===== config.mk =====
export PLATFORM = sky130hd
export DESIGN_NAME = gat_wh_top
export DESIGN_NICKNAME = d
export VERILOG_FILES = /design/src/gat_pkg.sv /design/src/gat_if.sv /design/src/bram.sv /design/src/dual_read_bram.sv /design/src/memory_controller.sv /design/src/spmm_decode.sv /design/src/spmm_execute.sv /design/src/wh_writeback.sv /design/src/gat_wh_top.sv
export SDC_FILE = /design/constraint.sdc
export NUM_CORES = 2
export LEC_CHECK = 0
export ABC_CLOCK_PERIOD_IN_PS = 11400
export BUFFER_PORTS_ARGS = -buffer_cell sky130_fd_sc_hd__buf_2
export CORE_MARGIN = 4
export CORE_UTILIZATION = 54
export CTS_BUF_LIST = sky130_fd_sc_hd__clkbuf_16
export CTS_CLUSTER_DIAMETER = 50
export DETAILED_ROUTE_END_ITERATION = 10
export GPL_TIMING_DRIVEN = 0
export PLACE_DENSITY_LB_ADDON = 0.12
export SYNTH_ARGS = -nofsm -noshare
export SYNTH_HDL_FRONTEND = slang
export SYNTH_HIERARCHICAL = 1
export SYNTH_SLANG_ARGS = --single-unit

===== constraint.sdc =====
create_clock -name clk -period 11.4 [get_ports clk]
set_input_delay 1.71 -clock clk [delete_from_list [all_inputs] [get_ports clk]]
set_output_delay 1.71 -clock clk [all_outputs]
set_load 0.05 [all_outputs]

===== src/gat_pkg.sv =====
package gat_pkg;

  // ==============================
  // Fixed data widths
  // ==============================
  parameter int DATA_WIDTH    = 8;
  parameter int WH_DATA_WIDTH = 12;
  parameter int ACC_WIDTH     = 24;

  // H values and weights
  typedef logic signed [DATA_WIDTH-1:0] data_t;

  // One output feature as stored in WH
  typedef logic signed [WH_DATA_WIDTH-1:0] wh_data_t;

  // Row accumulator, wide enough for a full row of 8x8 products
  typedef logic signed [ACC_WIDTH-1:0] acc_t;

  // ==============================
  // Decode FSM
  // ==============================
  typedef enum logic [2:0] {
    IDLE,
    INFO_RD,
    INFO_WAIT,
    H_RD,
    H_WAIT,
    ISSUE,
    DONE
  } decode_state_t;

endpackage


===== src/gat_if.sv =====
`timescale 1ns/1ps

// H and node-info read path between decode and the memory controller
interface hbuf_rd_if #(
  parameter NUM_FEATURE_IN = 16,
  parameter TOTAL_NODES    = 8,
  parameter H_DEPTH        = 64,
  parameter MAX_NODES      = 8
);
  localparam H_ADDR_W    = $clog2(H_DEPTH);
  localparam INFO_ADDR_W = $clog2(TOTAL_NODES);
  localparam H_W         = $clog2(NUM_FEATURE_IN) + gat_pkg::DATA_WIDTH;
  localparam INFO_W      = 1 + $clog2(MAX_NODES) + $clog2(NUM_FEATURE_IN) + 1;

  logic [H_ADDR_W-1:0]    h_addr;
  logic [INFO_ADDR_W-1:0] info_addr;
  logic [H_W-1:0]         h_data;
  logic [INFO_W-1:0]      info_data;

  modport engine (output h_addr, output info_addr, input h_data, input info_data);
  modport mem (input h_addr, input info_addr, output h_data, output info_data);
endinterface

// Nonzero stream from decode to execute
interface nz_if #(
  parameter NUM_FEATURE_IN = 16,
  parameter TOTAL_NODES    = 8,
  parameter MAX_NODES      = 8
);
  logic                              valid;
  gat_pkg::data_t                    value;
  logic [$clog2(NUM_FEATURE_IN)-1:0] col_idx;
  logic [$clog2(TOTAL_NODES)-1:0]    row_idx;
  logic [$clog2(MAX_NODES)-1:0]      num_node;
  logic                              flag;
  logic                              last;
  logic                              empty;
  logic                              busy;

  modport src (
    output valid, value, col_idx, row_idx, num_node, flag, last, empty,
    input  busy
  );
  modport sink (
    input  valid, value, col_idx, row_idx, num_node, flag, last, empty,
    output busy
  );
endinterface


===== src/bram.sv =====
`timescale 1ns/1ps

module bram #(
  parameter DATA_W = 8,
  parameter DEPTH  = 64,
  localparam ADDR_W = $clog2(DEPTH)
)(
  input  logic              clk,
  input  logic [DATA_W-1:0] din,
  input  logic [ADDR_W-1:0] addra,
  input  logic              ena,
  input  logic              wea,
  input  logic [ADDR_W-1:0] addrb,
  output logic [DATA_W-1:0] dout
);

  logic [DATA_W-1:0] mem [DEPTH];

  // Port a writes only
  always_ff @(posedge clk) begin
    if (ena && wea) begin
      mem[addra] <= din;
    end
  end

  // Port b registered read
  always_ff @(posedge clk) begin
    dout <= mem[addrb];
  end

endmodule


===== src/dual_read_bram.sv =====
`timescale 1ns/1ps

module dual_read_bram #(
  parameter DATA_W = 8,
  parameter DEPTH  = 64,
  localparam ADDR_W = $clog2(DEPTH)
)(
  input  logic              clk,
  input  logic [DATA_W-1:0] din,
  input  logic [ADDR_W-1:0] addra,
  input  logic              ena,
  input  logic              wea,
  input  logic [ADDR_W-1:0] addrb,
  output logic [DATA_W-1:0] doutb,
  input  logic [ADDR_W-1:0] addrc,
  output logic [DATA_W-1:0] doutc
);

  logic [DATA_W-1:0] mem [DEPTH];

  always_ff @(posedge clk) begin
    if (ena && wea) begin
      mem[addra] <= din;
    end
  end

  // Two independent read ports, both one cycle of latency
  always_ff @(posedge clk) begin
    doutb <= mem[addrb];
    doutc <= mem[addrc];
  end

endmodule


===== src/memory_controller.sv =====
`timescale 1ns/1ps

module memory_controller #(
  parameter NUM_FEATURE_IN  = 16,
  parameter NUM_FEATURE_OUT = 4,
  parameter TOTAL_NODES     = 8,
  parameter H_DEPTH         = 64,
  parameter MAX_NODES       = 8,

  localparam H_W         = $clog2(NUM_FEATURE_IN) + gat_pkg::DATA_WIDTH,
  localparam H_ADDR_W    = $clog2(H_DEPTH),
  localparam INFO_W      = 1 + $clog2(MAX_NODES) + $clog2(NUM_FEATURE_IN) + 1,
  localparam INFO_ADDR_W = $clog2(TOTAL_NODES),
  localparam WGT_DEPTH   = NUM_FEATURE_IN * NUM_FEATURE_OUT,
  localparam WGT_ADDR_W  = $clog2(WGT_DEPTH),
  localparam WH_W        = $clog2(MAX_NODES) + 1 + gat_pkg::WH_DATA_WIDTH * NUM_FEATURE_OUT,
  localparam WH_ADDR_W   = $clog2(TOTAL_NODES)
)(
  input  logic                          clk,
  input  logic                          reset,

  // PS load side
  input  logic                          h_we,
  input  logic [H_ADDR_W-1:0]           h_addr,
  input  logic [H_W-1:0]                h_din,
  input  logic                          info_we,
  input  logic [INFO_ADDR_W-1:0]        info_addr,
  input  logic [INFO_W-1:0]             info_din,
  input  logic                          wgt_we,
  input  logic [WGT_ADDR_W-1:0]         wgt_wr_addr,
  input  logic [gat_pkg::DATA_WIDTH-1:0] wgt_din,

  // PS readback
  input  logic [WGT_ADDR_W-1:0]         wgt_rd_addr,
  output logic [gat_pkg::DATA_WIDTH-1:0] wgt_rd_data,
  input  logic [WH_ADDR_W-1:0]          wh_rd_addr,
  output logic [WH_W-1:0]               wh_rd_data,

  // PL side
  hbuf_rd_if.mem                        hbuf,
  input  logic [WGT_ADDR_W-1:0]         wgt_addr,
  output logic [gat_pkg::DATA_WIDTH-1:0] wgt_data,
  input  logic                          wh_we,
  input  logic [WH_ADDR_W-1:0]          wh_addr,
  input  logic [WH_W-1:0]               wh_din
);

  logic h_wr_en;
  logic info_wr_en;
  logic wgt_wr_en;
  logic wh_wr_en;

  // No memory accepts a write while reset is held
  assign h_wr_en    = h_we & ~reset;
  assign info_wr_en = info_we & ~reset;
  assign wgt_wr_en  = wgt_we & ~reset;
  assign wh_wr_en   = wh_we & ~reset;

  // ==============================
  // Input memories, PS writes
  // ==============================
  bram #(.DATA_W(H_W), .DEPTH(H_DEPTH)) u_h_data_bram (
    .clk   (clk),
    .din   (h_din),
    .addra (h_addr),
    .ena   (h_wr_en),
    .wea   (h_wr_en),
    .addrb (hbuf.h_addr),
    .dout  (hbuf.h_data)
  );

  bram #(.DATA_W(INFO_W), .DEPTH(TOTAL_NODES)) u_node_info_bram (
    .clk   (clk),
    .din   (info_din),
    .addra (info_addr),
    .ena   (info_wr_en),
    .wea   (info_wr_en),
    .addrb (hbuf.info_addr),
    .dout  (hbuf.info_data)
  );

  // Port b for the execute stage, port c for PS readback
  dual_read_bram #(.DATA_W(gat_pkg::DATA_WIDTH), .DEPTH(WGT_DEPTH)) u_wgt_bram (
    .clk   (clk),
    .din   (wgt_din),
    .addra (wgt_wr_addr),
    .ena   (wgt_wr_en),
    .wea   (wgt_wr_en),
    .addrb (wgt_addr),
    .doutb (wgt_data),
    .addrc (wgt_rd_addr),
    .doutc (wgt_rd_data)
  );

  // ==============================
  // Result memory, PL writes
  // ==============================
  bram #(.DATA_W(WH_W), .DEPTH(TOTAL_NODES)) u_wh_bram (
    .clk   (clk),
    .din   (wh_din),
    .addra (wh_addr),
    .ena   (wh_wr_en),
    .wea   (wh_wr_en),
    .addrb (wh_rd_addr),
    .dout  (wh_rd_data)
  );

endmodule


===== src/spmm_decode.sv =====
`timescale 1ns/1ps

module spmm_decode #(
  parameter NUM_FEATURE_IN = 16,
  parameter TOTAL_NODES    = 8,
  parameter H_DEPTH        = 64,
  parameter MAX_NODES      = 8,

  localparam COL_W      = $clog2(NUM_FEATURE_IN),
  localparam ROW_LEN_W  = $clog2(NUM_FEATURE_IN) + 1,
  localparam NUM_NODE_W = $clog2(MAX_NODES),
  localparam H_ADDR_W   = $clog2(H_DEPTH),
  localparam ROW_W      = $clog2(TOTAL_NODES)
)(
  input  logic      clk,
  input  logic      reset,
  input  logic      start,
  hbuf_rd_if.engine hbuf,
  nz_if.src         nz
);

  gat_pkg::decode_state_t state;

  logic [ROW_W-1:0]     row;
  logic [H_ADDR_W-1:0]  h_ptr;
  logic [ROW_LEN_W-1:0] row_len;
  logic [ROW_LEN_W-1:0] fetch_cnt;
  logic [ROW_LEN_W-1:0] info_row_len;

  // Node-info word is {flag, num_node, row_len}
  assign info_row_len   = hbuf.info_data[ROW_LEN_W-1:0];
  assign hbuf.info_addr = row;
  assign hbuf.h_addr    = h_ptr;

  // ==============================
  // Control
  // ==============================
  always_ff @(posedge clk) begin
    if (reset) begin
      state     <= gat_pkg::IDLE;
      row       <= '0;
      h_ptr     <= '0;
      fetch_cnt <= '0;
      nz.valid  <= 1'b0;
    end else begin
      nz.valid <= 1'b0;
      case (state)
        gat_pkg::IDLE: begin
          if (start) begin
            row   <= '0;
            h_ptr <= '0;
            state <= gat_pkg::INFO_RD;
          end
        end
        gat_pkg::INFO_RD: state <= gat_pkg::INFO_WAIT;
        gat_pkg::INFO_WAIT: begin
          fetch_cnt <= '0;
          // Empty row goes out as a single item
          state <= (info_row_len == '0) ? gat_pkg::ISSUE : gat_pkg::H_RD;
        end
        gat_pkg::H_RD: state <= gat_pkg::H_WAIT;
        gat_pkg::H_WAIT: begin
          h_ptr     <= h_ptr + 1'b1;
          fetch_cnt <= fetch_cnt + 1'b1;
          state     <= gat_pkg::ISSUE;
        end
        gat_pkg::ISSUE: begin
          if (!nz.busy) begin
            nz.valid <= 1'b1;
            if (nz.last || nz.empty) begin
              if (row == ROW_W'(TOTAL_NODES - 1)) begin
                state <= gat_pkg::DONE;
              end else begin
                row   <= row + 1'b1;
                state <= gat_pkg::INFO_RD;
              end
            end else begin
              state <= gat_pkg::H_RD;
            end
          end
        end
        gat_pkg::DONE: state <= gat_pkg::IDLE;
        default: state <= gat_pkg::IDLE;
      endcase
    end
  end

  // Item fields, held stable through the valid cycle
  always_ff @(posedge clk) begin
    if (state == gat_pkg::INFO_WAIT) begin
      row_len     <= info_row_len;
      nz.row_idx  <= row;
      nz.num_node <= hbuf.info_data[ROW_LEN_W +: NUM_NODE_W];
      nz.flag     <= hbuf.info_data[ROW_LEN_W + NUM_NODE_W];
      nz.empty    <= (info_row_len == '0);
      nz.last     <= 1'b0;
    end
    if (state == gat_pkg::H_WAIT) begin
      nz.value   <= hbuf.h_data[gat_pkg::DATA_WIDTH-1:0];
      nz.col_idx <= hbuf.h_data[gat_pkg::DATA_WIDTH +: COL_W];
      nz.last    <= (fetch_cnt + 1'b1 == row_len);
    end
  end

endmodule


===== src/spmm_execute.sv =====
`timescale 1ns/1ps

module spmm_execute #(
  parameter NUM_FEATURE_IN  = 16,
  parameter NUM_FEATURE_OUT = 4,
  parameter TOTAL_NODES     = 8,
  parameter MAX_NODES       = 8,

  localparam COL_W      = $clog2(NUM_FEATURE_IN),
  localparam WGT_ADDR_W = $clog2(NUM_FEATURE_IN * NUM_FEATURE_OUT),
  localparam ROW_W      = $clog2(TOTAL_NODES),
  localparam NUM_NODE_W = $clog2(MAX_NODES),
  localparam ACC_W      = gat_pkg::ACC_WIDTH
)(
  input  logic                             clk,
  input  logic                             reset,
  nz_if.sink                               nz,
  output logic [WGT_ADDR_W-1:0]            wgt_addr,
  input  gat_pkg::data_t                   wgt_data,
  output logic                             row_valid,
  output logic [ROW_W-1:0]                 row_idx,
  output logic [ACC_W*NUM_FEATURE_OUT-1:0] row_sum,
  output logic [NUM_NODE_W-1:0]            num_node,
  output logic                             flag
);

  localparam CNT_W = $clog2(NUM_FEATURE_OUT);
  localparam logic [CNT_W-1:0] LAST_J = CNT_W'(NUM_FEATURE_OUT - 1);

  gat_pkg::data_t   value_q;
  logic [COL_W-1:0] col_q;
  logic             last_q;
  logic             empty_q;
  logic             active;
  logic [CNT_W-1:0] rd_cnt;
  logic             rd_vld;
  logic [CNT_W-1:0] rd_j;
  gat_pkg::acc_t    acc [NUM_FEATURE_OUT];

  // Busy over the read cycles and the final add
  assign nz.busy  = active | rd_vld;
  assign wgt_addr = WGT_ADDR_W'(col_q * NUM_FEATURE_OUT + rd_cnt);

  always_ff @(posedge clk) begin
    if (reset) begin
      active    <= 1'b0;
      rd_cnt    <= '0;
      rd_vld    <= 1'b0;
      row_valid <= 1'b0;
    end else begin
      rd_vld    <= active;
      row_valid <= rd_vld && (rd_j == LAST_J) && (last_q || empty_q);
      if (nz.valid) begin
        active <= 1'b1;
        rd_cnt <= '0;
      end else if (active) begin
        rd_cnt <= rd_cnt + 1'b1;
        if (rd_cnt == LAST_J) begin
          active <= 1'b0;
        end
      end
    end
  end

  // Item and row metadata
  always_ff @(posedge clk) begin
    rd_j <= rd_cnt;
    if (nz.valid) begin
      value_q  <= nz.value;
      col_q    <= nz.col_idx;
      last_q   <= nz.last;
      empty_q  <= nz.empty;
      row_idx  <= nz.row_idx;
      num_node <= nz.num_node;
      flag     <= nz.flag;
    end
  end

  // One accumulator per output feature, cleared once the row is handed over
  always_ff @(posedge clk) begin
    for (int j = 0; j < NUM_FEATURE_OUT; j++) begin
      if (reset || row_valid) begin
        acc[j] <= '0;
      end else if (rd_vld && !empty_q && rd_j == CNT_W'(j)) begin
        acc[j] <= acc[j] + value_q * wgt_data;
      end
    end
  end

  for (genvar j = 0; j < NUM_FEATURE_OUT; j++) begin : g_pack
    assign row_sum[j*ACC_W +: ACC_W] = acc[j];
  end

endmodule


===== src/wh_writeback.sv =====
`timescale 1ns/1ps

module wh_writeback #(
  parameter NUM_FEATURE_OUT = 4,
  parameter TOTAL_NODES     = 8,
  parameter MAX_NODES       = 8,

  localparam ROW_W      = $clog2(TOTAL_NODES),
  localparam NUM_NODE_W = $clog2(MAX_NODES),
  localparam ACC_W      = gat_pkg::ACC_WIDTH,
  localparam FEAT_W     = gat_pkg::WH_DATA_WIDTH,
  localparam WH_W       = NUM_NODE_W + 1 + FEAT_W * NUM_FEATURE_OUT
)(
  input  logic                             clk,
  input  logic                             reset,
  input  logic                             row_valid,
  input  logic [ROW_W-1:0]                 row_idx,
  input  logic [ACC_W*NUM_FEATURE_OUT-1:0] row_sum,
  input  logic [NUM_NODE_W-1:0]            num_node,
  input  logic                             flag,
  output logic                             wh_we,
  output logic [ROW_W-1:0]                 wh_addr,
  output logic [WH_W-1:0]                  wh_din,
  output logic                             done
);

  localparam gat_pkg::acc_t SAT_MAX = (2 ** (FEAT_W - 1)) - 1;
  localparam gat_pkg::acc_t SAT_MIN = -(2 ** (FEAT_W - 1));

  logic [FEAT_W*NUM_FEATURE_OUT-1:0] feat_sat;

  // Clamp into the wh_data_t range
  function automatic gat_pkg::wh_data_t saturate(input gat_pkg::acc_t a);
    if (a > SAT_MAX) begin
      return gat_pkg::wh_data_t'(SAT_MAX);
    end else if (a < SAT_MIN) begin
      return gat_pkg::wh_data_t'(SAT_MIN);
    end
    return gat_pkg::wh_data_t'(a);
  endfunction

  for (genvar j = 0; j < NUM_FEATURE_OUT; j++) begin : g_sat
    assign feat_sat[j*FEAT_W +: FEAT_W] = saturate(row_sum[j*ACC_W +: ACC_W]);
  end

  always_ff @(posedge clk) begin
    if (reset) begin
      wh_we <= 1'b0;
      done  <= 1'b0;
    end else begin
      wh_we <= row_valid;
      // Pulse once the final row has been written
      done  <= wh_we && (wh_addr == ROW_W'(TOTAL_NODES - 1));
    end
  end

  always_ff @(posedge clk) begin
    if (row_valid) begin
      wh_addr <= row_idx;
      wh_din  <= {num_node, flag, feat_sat};
    end
  end

endmodule


===== src/gat_wh_top.sv =====
`timescale 1ns/1ps

module gat_wh_top #(
  parameter NUM_FEATURE_IN  = 16,
  parameter NUM_FEATURE_OUT = 4,
  parameter TOTAL_NODES     = 8,
  parameter H_DEPTH         = 64,
  parameter MAX_NODES       = 8,

  localparam H_W         = $clog2(NUM_FEATURE_IN) + gat_pkg::DATA_WIDTH,
  localparam H_ADDR_W    = $clog2(H_DEPTH),
  localparam INFO_W      = 1 + $clog2(MAX_NODES) + $clog2(NUM_FEATURE_IN) + 1,
  localparam INFO_ADDR_W = $clog2(TOTAL_NODES),
  localparam WGT_ADDR_W  = $clog2(NUM_FEATURE_IN * NUM_FEATURE_OUT),
  localparam WH_W        = $clog2(MAX_NODES) + 1 + gat_pkg::WH_DATA_WIDTH * NUM_FEATURE_OUT,
  localparam WH_ADDR_W   = $clog2(TOTAL_NODES)
)(
  input  logic                           clk,
  input  logic                           reset,
  input  logic                           h_we,
  input  logic [H_ADDR_W-1:0]            h_addr,
  input  logic [H_W-1:0]                 h_din,
  input  logic                           info_we,
  input  logic [INFO_ADDR_W-1:0]         info_addr,
  input  logic [INFO_W-1:0]              info_din,
  input  logic                           wgt_we,
  input  logic [WGT_ADDR_W-1:0]          wgt_addr,
  input  logic [gat_pkg::DATA_WIDTH-1:0] wgt_din,
  input  logic                           start,
  input  logic [WGT_ADDR_W-1:0]          wgt_rd_addr,
  output logic [gat_pkg::DATA_WIDTH-1:0] wgt_rd_data,
  input  logic [WH_ADDR_W-1:0]           wh_rd_addr,
  output logic [WH_W-1:0]                wh_rd_data,
  output logic                           done
);

  localparam ACC_W = gat_pkg::ACC_WIDTH;

  logic [WGT_ADDR_W-1:0]            pl_wgt_addr;
  gat_pkg::data_t                   pl_wgt_data;
  logic                             row_valid;
  logic [INFO_ADDR_W-1:0]           row_idx;
  logic [ACC_W*NUM_FEATURE_OUT-1:0] row_sum;
  logic [$clog2(MAX_NODES)-1:0]     row_num_node;
  logic                             row_flag;
  logic                             wh_we;
  logic [WH_ADDR_W-1:0]             wh_addr;
  logic [WH_W-1:0]                  wh_din;

  hbuf_rd_if #(NUM_FEATURE_IN, TOTAL_NODES, H_DEPTH, MAX_NODES) hbuf ();
  nz_if #(NUM_FEATURE_IN, TOTAL_NODES, MAX_NODES) nz ();

  // ==============================
  // Memories
  // ==============================
  memory_controller #(
    .NUM_FEATURE_IN  (NUM_FEATURE_IN),
    .NUM_FEATURE_OUT (NUM_FEATURE_OUT),
    .TOTAL_NODES     (TOTAL_NODES),
    .H_DEPTH         (H_DEPTH),
    .MAX_NODES       (MAX_NODES)
  ) u_memory_controller (
    .clk         (clk),
    .reset       (reset),
    .h_we        (h_we),
    .h_addr      (h_addr),
    .h_din       (h_din),
    .info_we     (info_we),
    .info_addr   (info_addr),
    .info_din    (info_din),
    .wgt_we      (wgt_we),
    .wgt_wr_addr (wgt_addr),
    .wgt_din     (wgt_din),
    .wgt_rd_addr (wgt_rd_addr),
    .wgt_rd_data (wgt_rd_data),
    .wh_rd_addr  (wh_rd_addr),
    .wh_rd_data  (wh_rd_data),
    .hbuf        (hbuf),
    .wgt_addr    (pl_wgt_addr),
    .wgt_data    (pl_wgt_data),
    .wh_we       (wh_we),
    .wh_addr     (wh_addr),
    .wh_din      (wh_din)
  );

  // ==============================
  // Decode, execute, result
  // ==============================
  spmm_decode #(
    .NUM_FEATURE_IN (NUM_FEATURE_IN),
    .TOTAL_NODES    (TOTAL_NODES),
    .H_DEPTH        (H_DEPTH),
    .MAX_NODES      (MAX_NODES)
  ) u_spmm_decode (
    .clk   (clk),
    .reset (reset),
    .start (start),
    .hbuf  (hbuf),
    .nz    (nz)
  );

  spmm_execute #(
    .NUM_FEATURE_IN  (NUM_FEATURE_IN),
    .NUM_FEATURE_OUT (NUM_FEATURE_OUT),
    .TOTAL_NODES     (TOTAL_NODES),
    .MAX_NODES       (MAX_NODES)
  ) u_spmm_execute (
    .clk       (clk),
    .reset     (reset),
    .nz        (nz),
    .wgt_addr  (pl_wgt_addr),
    .wgt_data  (pl_wgt_data),
    .row_valid (row_valid),
    .row_idx   (row_idx),
    .row_sum   (row_sum),
    .num_node  (row_num_node),
    .flag      (row_flag)
  );

  wh_writeback #(
    .NUM_FEATURE_OUT (NUM_FEATURE_OUT),
    .TOTAL_NODES     (TOTAL_NODES),
    .MAX_NODES       (MAX_NODES)
  ) u_wh_writeback (
    .clk       (clk),
    .reset     (reset),
    .row_valid (row_valid),
    .row_idx   (row_idx),
    .row_sum   (row_sum),
    .num_node  (row_num_node),
    .flag      (row_flag),
    .wh_we     (wh_we),
    .wh_addr   (wh_addr),
    .wh_din    (wh_din),
    .done      (done)
  );

endmodule


Yosys cells after proc, flatten, opt, wreduce, memory -nomap -nowiden
Memory sizes are Yosys's and may differ from the RTL's. A register that Yosys moved wholly into a read port is not among the register bits.
Index checks and enable logic that the tools add are counted.
- RAM bits: 1864
- flip-flop bits (word level): 129
- output and inout bits: 61
- word-level logic and storage cells: 168
- memory bits (read-only): 0
- memories kept: 5
- input bits: 59
- bits in latches: 0
- $add $sub $neg: 9
- bitwise gates (word level): 11
- muxes and demuxes: 66
- divide/modulo/power cells: 0
- magnitude comparators: 8
- equal/unequal tests: 16
- reduce and logical (&&, ||, !) cells: 23
- $mul: 1
- shift-type cells: 0
- memory list (memory ; depth ; width ; read ports ; clocked after memory_dff ; wr ports ; RTL line ; source):
    u_memory_controller.u_h_data_bram.mem ; 64 ; 12 ; 1 ; 1 ; 1 ; bram.sv:17 ; logic [DATA_W-1:0] mem [DEPTH];
    u_memory_controller.u_wgt_bram.mem ; 64 ; 8 ; 2 ; 2 ; 1 ; dual_read_bram.sv:19 ; logic [DATA_W-1:0] mem [DEPTH];
    u_memory_controller.u_wh_bram.mem ; 8 ; 52 ; 1 ; 1 ; 1 ; bram.sv:17 ;
    u_spmm_execute.acc ; 4 ; 24 ; 4 ; 0 ; 4 ; spmm_execute.sv:38 ; gat_pkg::acc_t acc [NUM_FEATURE_OUT];
    u_memory_controller.u_node_info_bram.mem ; 8 ; 9 ; 1 ; 1 ; 1 ; bram.sv:17 ;
- operator list (operator ; number):
    2-to-1 mux 12 bit ; 12
    adder 24 bit ; 4
    > comparator 24 x 12 -> 1 bit (second input constant) ; 4
    less-than comparator 24 x 12 -> 1 bit (second input constant) ; 4
    2-to-1 mux 24 bit ; 4
    2-to-1 mux 1 bit ; 36
    2-to-1 mux 3 bit ; 9
    one-hot mux 3 bit (6 select lines) ; 1
    multiplier 8 x 8 -> 16 bit ; 1
    == test 3 bit (second input constant) ; 4
    one-hot mux 6 bit (2 select lines) ; 1
    one-hot mux 5 bit (2 select lines) ; 1
    logical AND 1 bit ; 8
    adder 6 x 1 -> 6 bit (second input constant) ; 1
    adder 6 x 2 -> 6 bit ; 1
    == test 2 bit (second input constant) ; 3
    == test 3 x 2 -> 1 bit (second input constant) ; 2
    2-to-1 mux 6 bit ; 1
    != test 2 bit (second input constant) ; 3
    one-hot mux 3 bit (2 select lines) ; 1
    nonzero test 2 bit ; 3
    adder 5 x 1 -> 5 bit (second input constant) ; 1
    == test 5 bit ; 1
    zero test 5 bit ; 1
    other kinds (15) ; 27

Longest topological paths before layout
- word-level depth: 7
- mapped depth: 27
- mapped depth without buffers: 27

Hierarchy
The synthesis kept the hierarchy.
- by module, submodules not included (module ; area an instance (um^2) ; sequential area each (um^2) ; times used ; cells an instance):
    bram (u_memory_controller.u_h_data_bram) ; 29988.8 ; 23302.3 ; 1 ; 1313
    dual_read_bram ; 24367.1 ; 15695.1 ; 1 ; 1228
    bram (u_memory_controller.u_wh_bram) ; 16747.3 ; 13533.0 ; 1 ; 667
    spmm_execute ; 11184.5 ; 3653.5 ; 1 ; 1110
    bram (u_memory_controller.u_node_info_bram) ; 3021.6 ; 2342.2 ; 1 ; 126
    wh_writeback ; 2358.5 ; 1691.6 ; 1 ; 148
    spmm_decode ; 1856.8 ; 1141.1 ; 1 ; 149
    memory_controller ; 25.0 ; 0.0 ; 1 ; 4

Least setup slack after synthesis
OpenSTA, ideal clock, no wires.
- path type: reg-to-reg
- from: reg u_spmm_execute.value_q[6]
- to: mem u_spmm_execute/acc[2][20] (netlist bit) (data pin)
- period minus slack after synthesis: 7.581 ns
- arrival: 7.312 ns
- required time: 11.130 ns
- stages on the path, launching flop included: 25
- library setup time: 0.270 ns
- slack: 3.819 ns
- path buffers: 0
- cell sequence: edfxtp_1 and2_1 fa_1 inv_1 fa_1 inv_1 fa_1 inv_1 fa_1 inv_1 ha_1 o21ai_0 nor2_1 o41ai_2 o2111ai_1 o211ai_2 xnor2_1 ha_1 a21o_1 a21o_1 a221o_1 a21oi_1 nor2_1 a2111oi_0 nor3_1
- RTL lines (what ; RTL line ; source):
    start, declared ; spmm_execute.sv:30 ; gat_pkg::data_t value_q;
    start signal, assigned ; spmm_execute.sv:69 ; value_q <= nz.value;
    end, declared ; spmm_execute.sv:38 ;

==> results.sh <==
export IMPL_status="finished, violations left"
export IMPL_violations="capacitance limit"
export IMPL_portBuffers=108
export IMPL_fin_setup_tns_ns=0
export IMPL_post_cts_resized=0
export IMPL_ctsHoldBuffers=0
export IMPL_ys_seq_area_frac=0.6852
export IMPL_max_slew_worst_pin_slew_ns=1.478
export IMPL_wirelength_um=217700
export IMPL_synth_seq_cells=2082
export IMPL_synthArstFlopShare=0
export IMPL_setup_viol=0
export IMPL_cap_violations=1
export IMPL_synth_cell_types=96
export IMPL_fp_dieH_um=415.2
export IMPL_antenna_found_initial=7
export IMPL_areaGrowthSynthToFinish_pct=12.35
export IMPL_yosysTopAreaCellShare=0.6593
export IMPL_arrival_ns=7.71
export IMPL_grt_pass1_vias=47080
export IMPL_end_kind="flip-flop"
export IMPL_grt_pass1_wl_um=320100
export IMPL_wl_per_cell_um=29.04
export IMPL_layout_nets=5365
export IMPL_synth_area_leaders="edfxtp_1 (66%), mux4_2 (13%), dfxtp_1 (2.6%), ha_1 (1.9%), mux4_1 (1.3%)"
export IMPL_die_w_um=415.2
export IMPL_overflow=0
export IMPL_vias=47480
export IMPL_avgViaCountPerCell=6.332
export IMPL_wl_met2_um=104700
export IMPL_ys_top_cells_by_count="edfxtp_1 (1966), mux4_2 (534), nor2_1 (269)"
export IMPL_report_final_slew_viol_count=0
export IMPL_core_rowCount=149
export IMPL_fin_cells=7498
export IMPL_yosysMostFrequentCell="edfxtp_1"
export IMPL_worst_hold_slack_ns=0.4028
export IMPL_place_congestion=0.9285
export IMPL_leakagePower_nw=32.95
export IMPL_fmax_mhz=140.4
export IMPL_dieArea_um2=172400
export IMPL_synth_edf_count=1966
export IMPL_finalHoldViolations=0
export IMPL_drt_iter0_drc=5021
export IMPL_critPathRequiredTime_ns=11.98
export IMPL_crit_type="reg2reg"
export IMPL_dr_wl_met3_um=16850
export IMPL_fin_util=0.6105
export IMPL_clock_latency_ns=0.86
export IMPL_start_util=0.5434
export IMPL_htreeDepth=4
export IMPL_met1_length_um=89880
export IMPL_drive_above_1_share=0.2410
export IMPL_num_io_pins=120
export IMPL_drc=0
export IMPL_cts_buffer_depth=3
export IMPL_min_period_ns=7.122
export IMPL_finalWorstSetupSlack_ns=4.278
export IMPL_rsz0062_at_grt="no"
export IMPL_first_pass_iters=6
export IMPL_synth_top_cell_by_area="edfxtp_1"
export IMPL_place_hpwl_um=144200
export IMPL_max_slew_margin_rel=0.01095
export IMPL_synth_warnings=6
export IMPL_global_route_usage_total=0.2521
export IMPL_dp_cells=7078
export IMPL_fin_worst_skew_ns=0.02849
export IMPL_cts_tree="yes"
export IMPL_pre_cts_slack_ns=4.292
export IMPL_syn_nets=4998
export IMPL_grt_max_degree=65
export IMPL_clockRootBuffer="clkbuf_16"
export IMPL_clkTransAtPathRegs_ns=0.06
export IMPL_cts_setup_buffers=0
export IMPL_crit_fanout=8
export IMPL_hold_class="reg2reg"
export IMPL_synth_area_um2=89550
export IMPL_drtAntennaViolNets=0
export IMPL_p_per_area_nw_per_um2=161.1
export IMPL_highest_layer="met5"
export IMPL_syn_avg_cell_area_um2=18.87
export IMPL_ys_flop_type="edfxtp_1"
export IMPL_cts_num_sinks=2082
export IMPL_vdd_drop_max_v=0.0002344
export IMPL_core_area_um2=164800
export IMPL_final_fill_count=11840
export IMPL_cp_start_kind="flip-flop"
export IMPL_synthCells=4745
export IMPL_cts_buffers=218
export IMPL_period_share=0.6248
registers in the layout, indices dropped and copies added, names as in the netlist, 12 cells and up:
signal	flops
u_memory_controller/u_wh_bram/mem	416
u_memory_controller/u_h_data_bram/mem	768
u_memory_controller/u_h_data_bram/dout	12
u_spmm_execute/acc	96
u_memory_controller/u_wh_bram/dout	52
u_memory_controller/u_wgt_bram/mem	512
u_memory_controller/u_node_info_bram/mem	72
u_wh_writeback/wh_din	52
cells in the final DEF, fill, tap and decap left out, types with 26 or more instances in the layout:
master        n
and2_1       57
o221ai_1     44
nor2b_1      57
clkinv_2     33
mux2i_1      92
edfxtp_1   1966
xor2_1       41
dfxtp_1     115
nand3_1      44
nor2_1      249
nand2_1      91
clkbuf_1     75
clkinv_1     42
inv_1       166
mux4_1       46
ha_1        135
xnor2_1      42
fa_1         59
nand2b_1     26
buf_2       174
a21oi_1     116
nor3_1       54
buf_4        36
buf_6        51
mux2_2       76
a22oi_1      26
a211oi_1     30
clkbuf_16   221
mux4_2      534
o21ai_0      60
a21o_1       77
worst max-delay path: stages (launching register included):
cell and delay, ns:
edfxtp_1 0.52, and2_1 0.22, fa_1 0.53, inv_1 0.05, fa_1 0.53, inv_1 0.05
fa_1 0.50, inv_1 0.06, fa_1 0.48, inv_1 0.04, ha_1 0.30, a21oi_1 0.21
o21bai_1 0.09, a21oi_1 0.22, o21bai_1 0.09, a21oi_1 0.26, mux2i_1 0.11, nand3b_1 0.51
ha_1 0.52, a21o_1 0.18, a21oi_1 0.20, o211ai_1 0.11, o21ai_0 0.38, nand3_1 0.16
a41oi_1 0.30, xor2_1 0.16, nor2_1 0.05
logic make-up (layout without fill, tap and decap cells):
group                    after synthesis  in the layout  share of synthesized area
flip-flops                          2082           2082                     0.6852
multiplexers                         748            748                     0.1676
AND/OR/NAND/NOR                      723            723                    0.04014
AO/OA/AOI/OAI                        571            571                    0.04514
buffers and inverters                338            899                    0.02043
adder cells (fa/ha/maj)              194            194                    0.03205
XOR/XNOR                              89             89                   0.009403
other                                  0              3                          0
worst paths after layout:
kind,start,end,slack [ns],cells after the start
min reg2reg,u_memory_controller/u_h_data_bram/dout[2],u_spmm_decode/nz.value[2],0.40,0
max,u_spmm_execute/value_q[5],u_spmm_execute/acc[2][23],4.28,26
max reg2reg,u_spmm_execute/value_q[5],u_spmm_execute/acc[2][23],4.28,26
min,u_memory_controller/u_h_data_bram/dout[2],u_spmm_decode/nz.value[2],0.40,0
per-stage QoR:
step | cell area, um2 | total power, mW
finish | 100600 | 16.21
global route | 100600 | 16.76
CTS | 100500 | 16.34
detailed placement | 93510 | 9.489
global placement | 92830 | 9.470
floorplan | 89550 | 9.183
power by group:
group	internal (mW)	switching [mW]	total, mW
Clock	3.90	2.97	6.87
Sequential	8.37	0.0225	8.40
Combinational	0.349	0.588	0.937
routing by layer:
metal	track usage	vias up
li1	-	20270
met3	0.04508	341
met1	0.3648	24880
met2	0.3971	1991
met5	0	-
met4	0.07695	4
area by class of cell:
class	count	area, um2	area share
flip-flops and latches	2082	61360	0.6099
well taps	2189	2739	0.02722
clock inverters	193	1490	0.01481
multi-input cells	2325	26490	0.2633
inverters	108	406.6	0.004042
clock buffers	221	5530	0.05497
repair buffers	147	1155	0.01148
plain buffers	230	1423	0.01414
diodes	3	7.507	0.00007462
No activity file was read; power rests on OpenSTA's default activity.
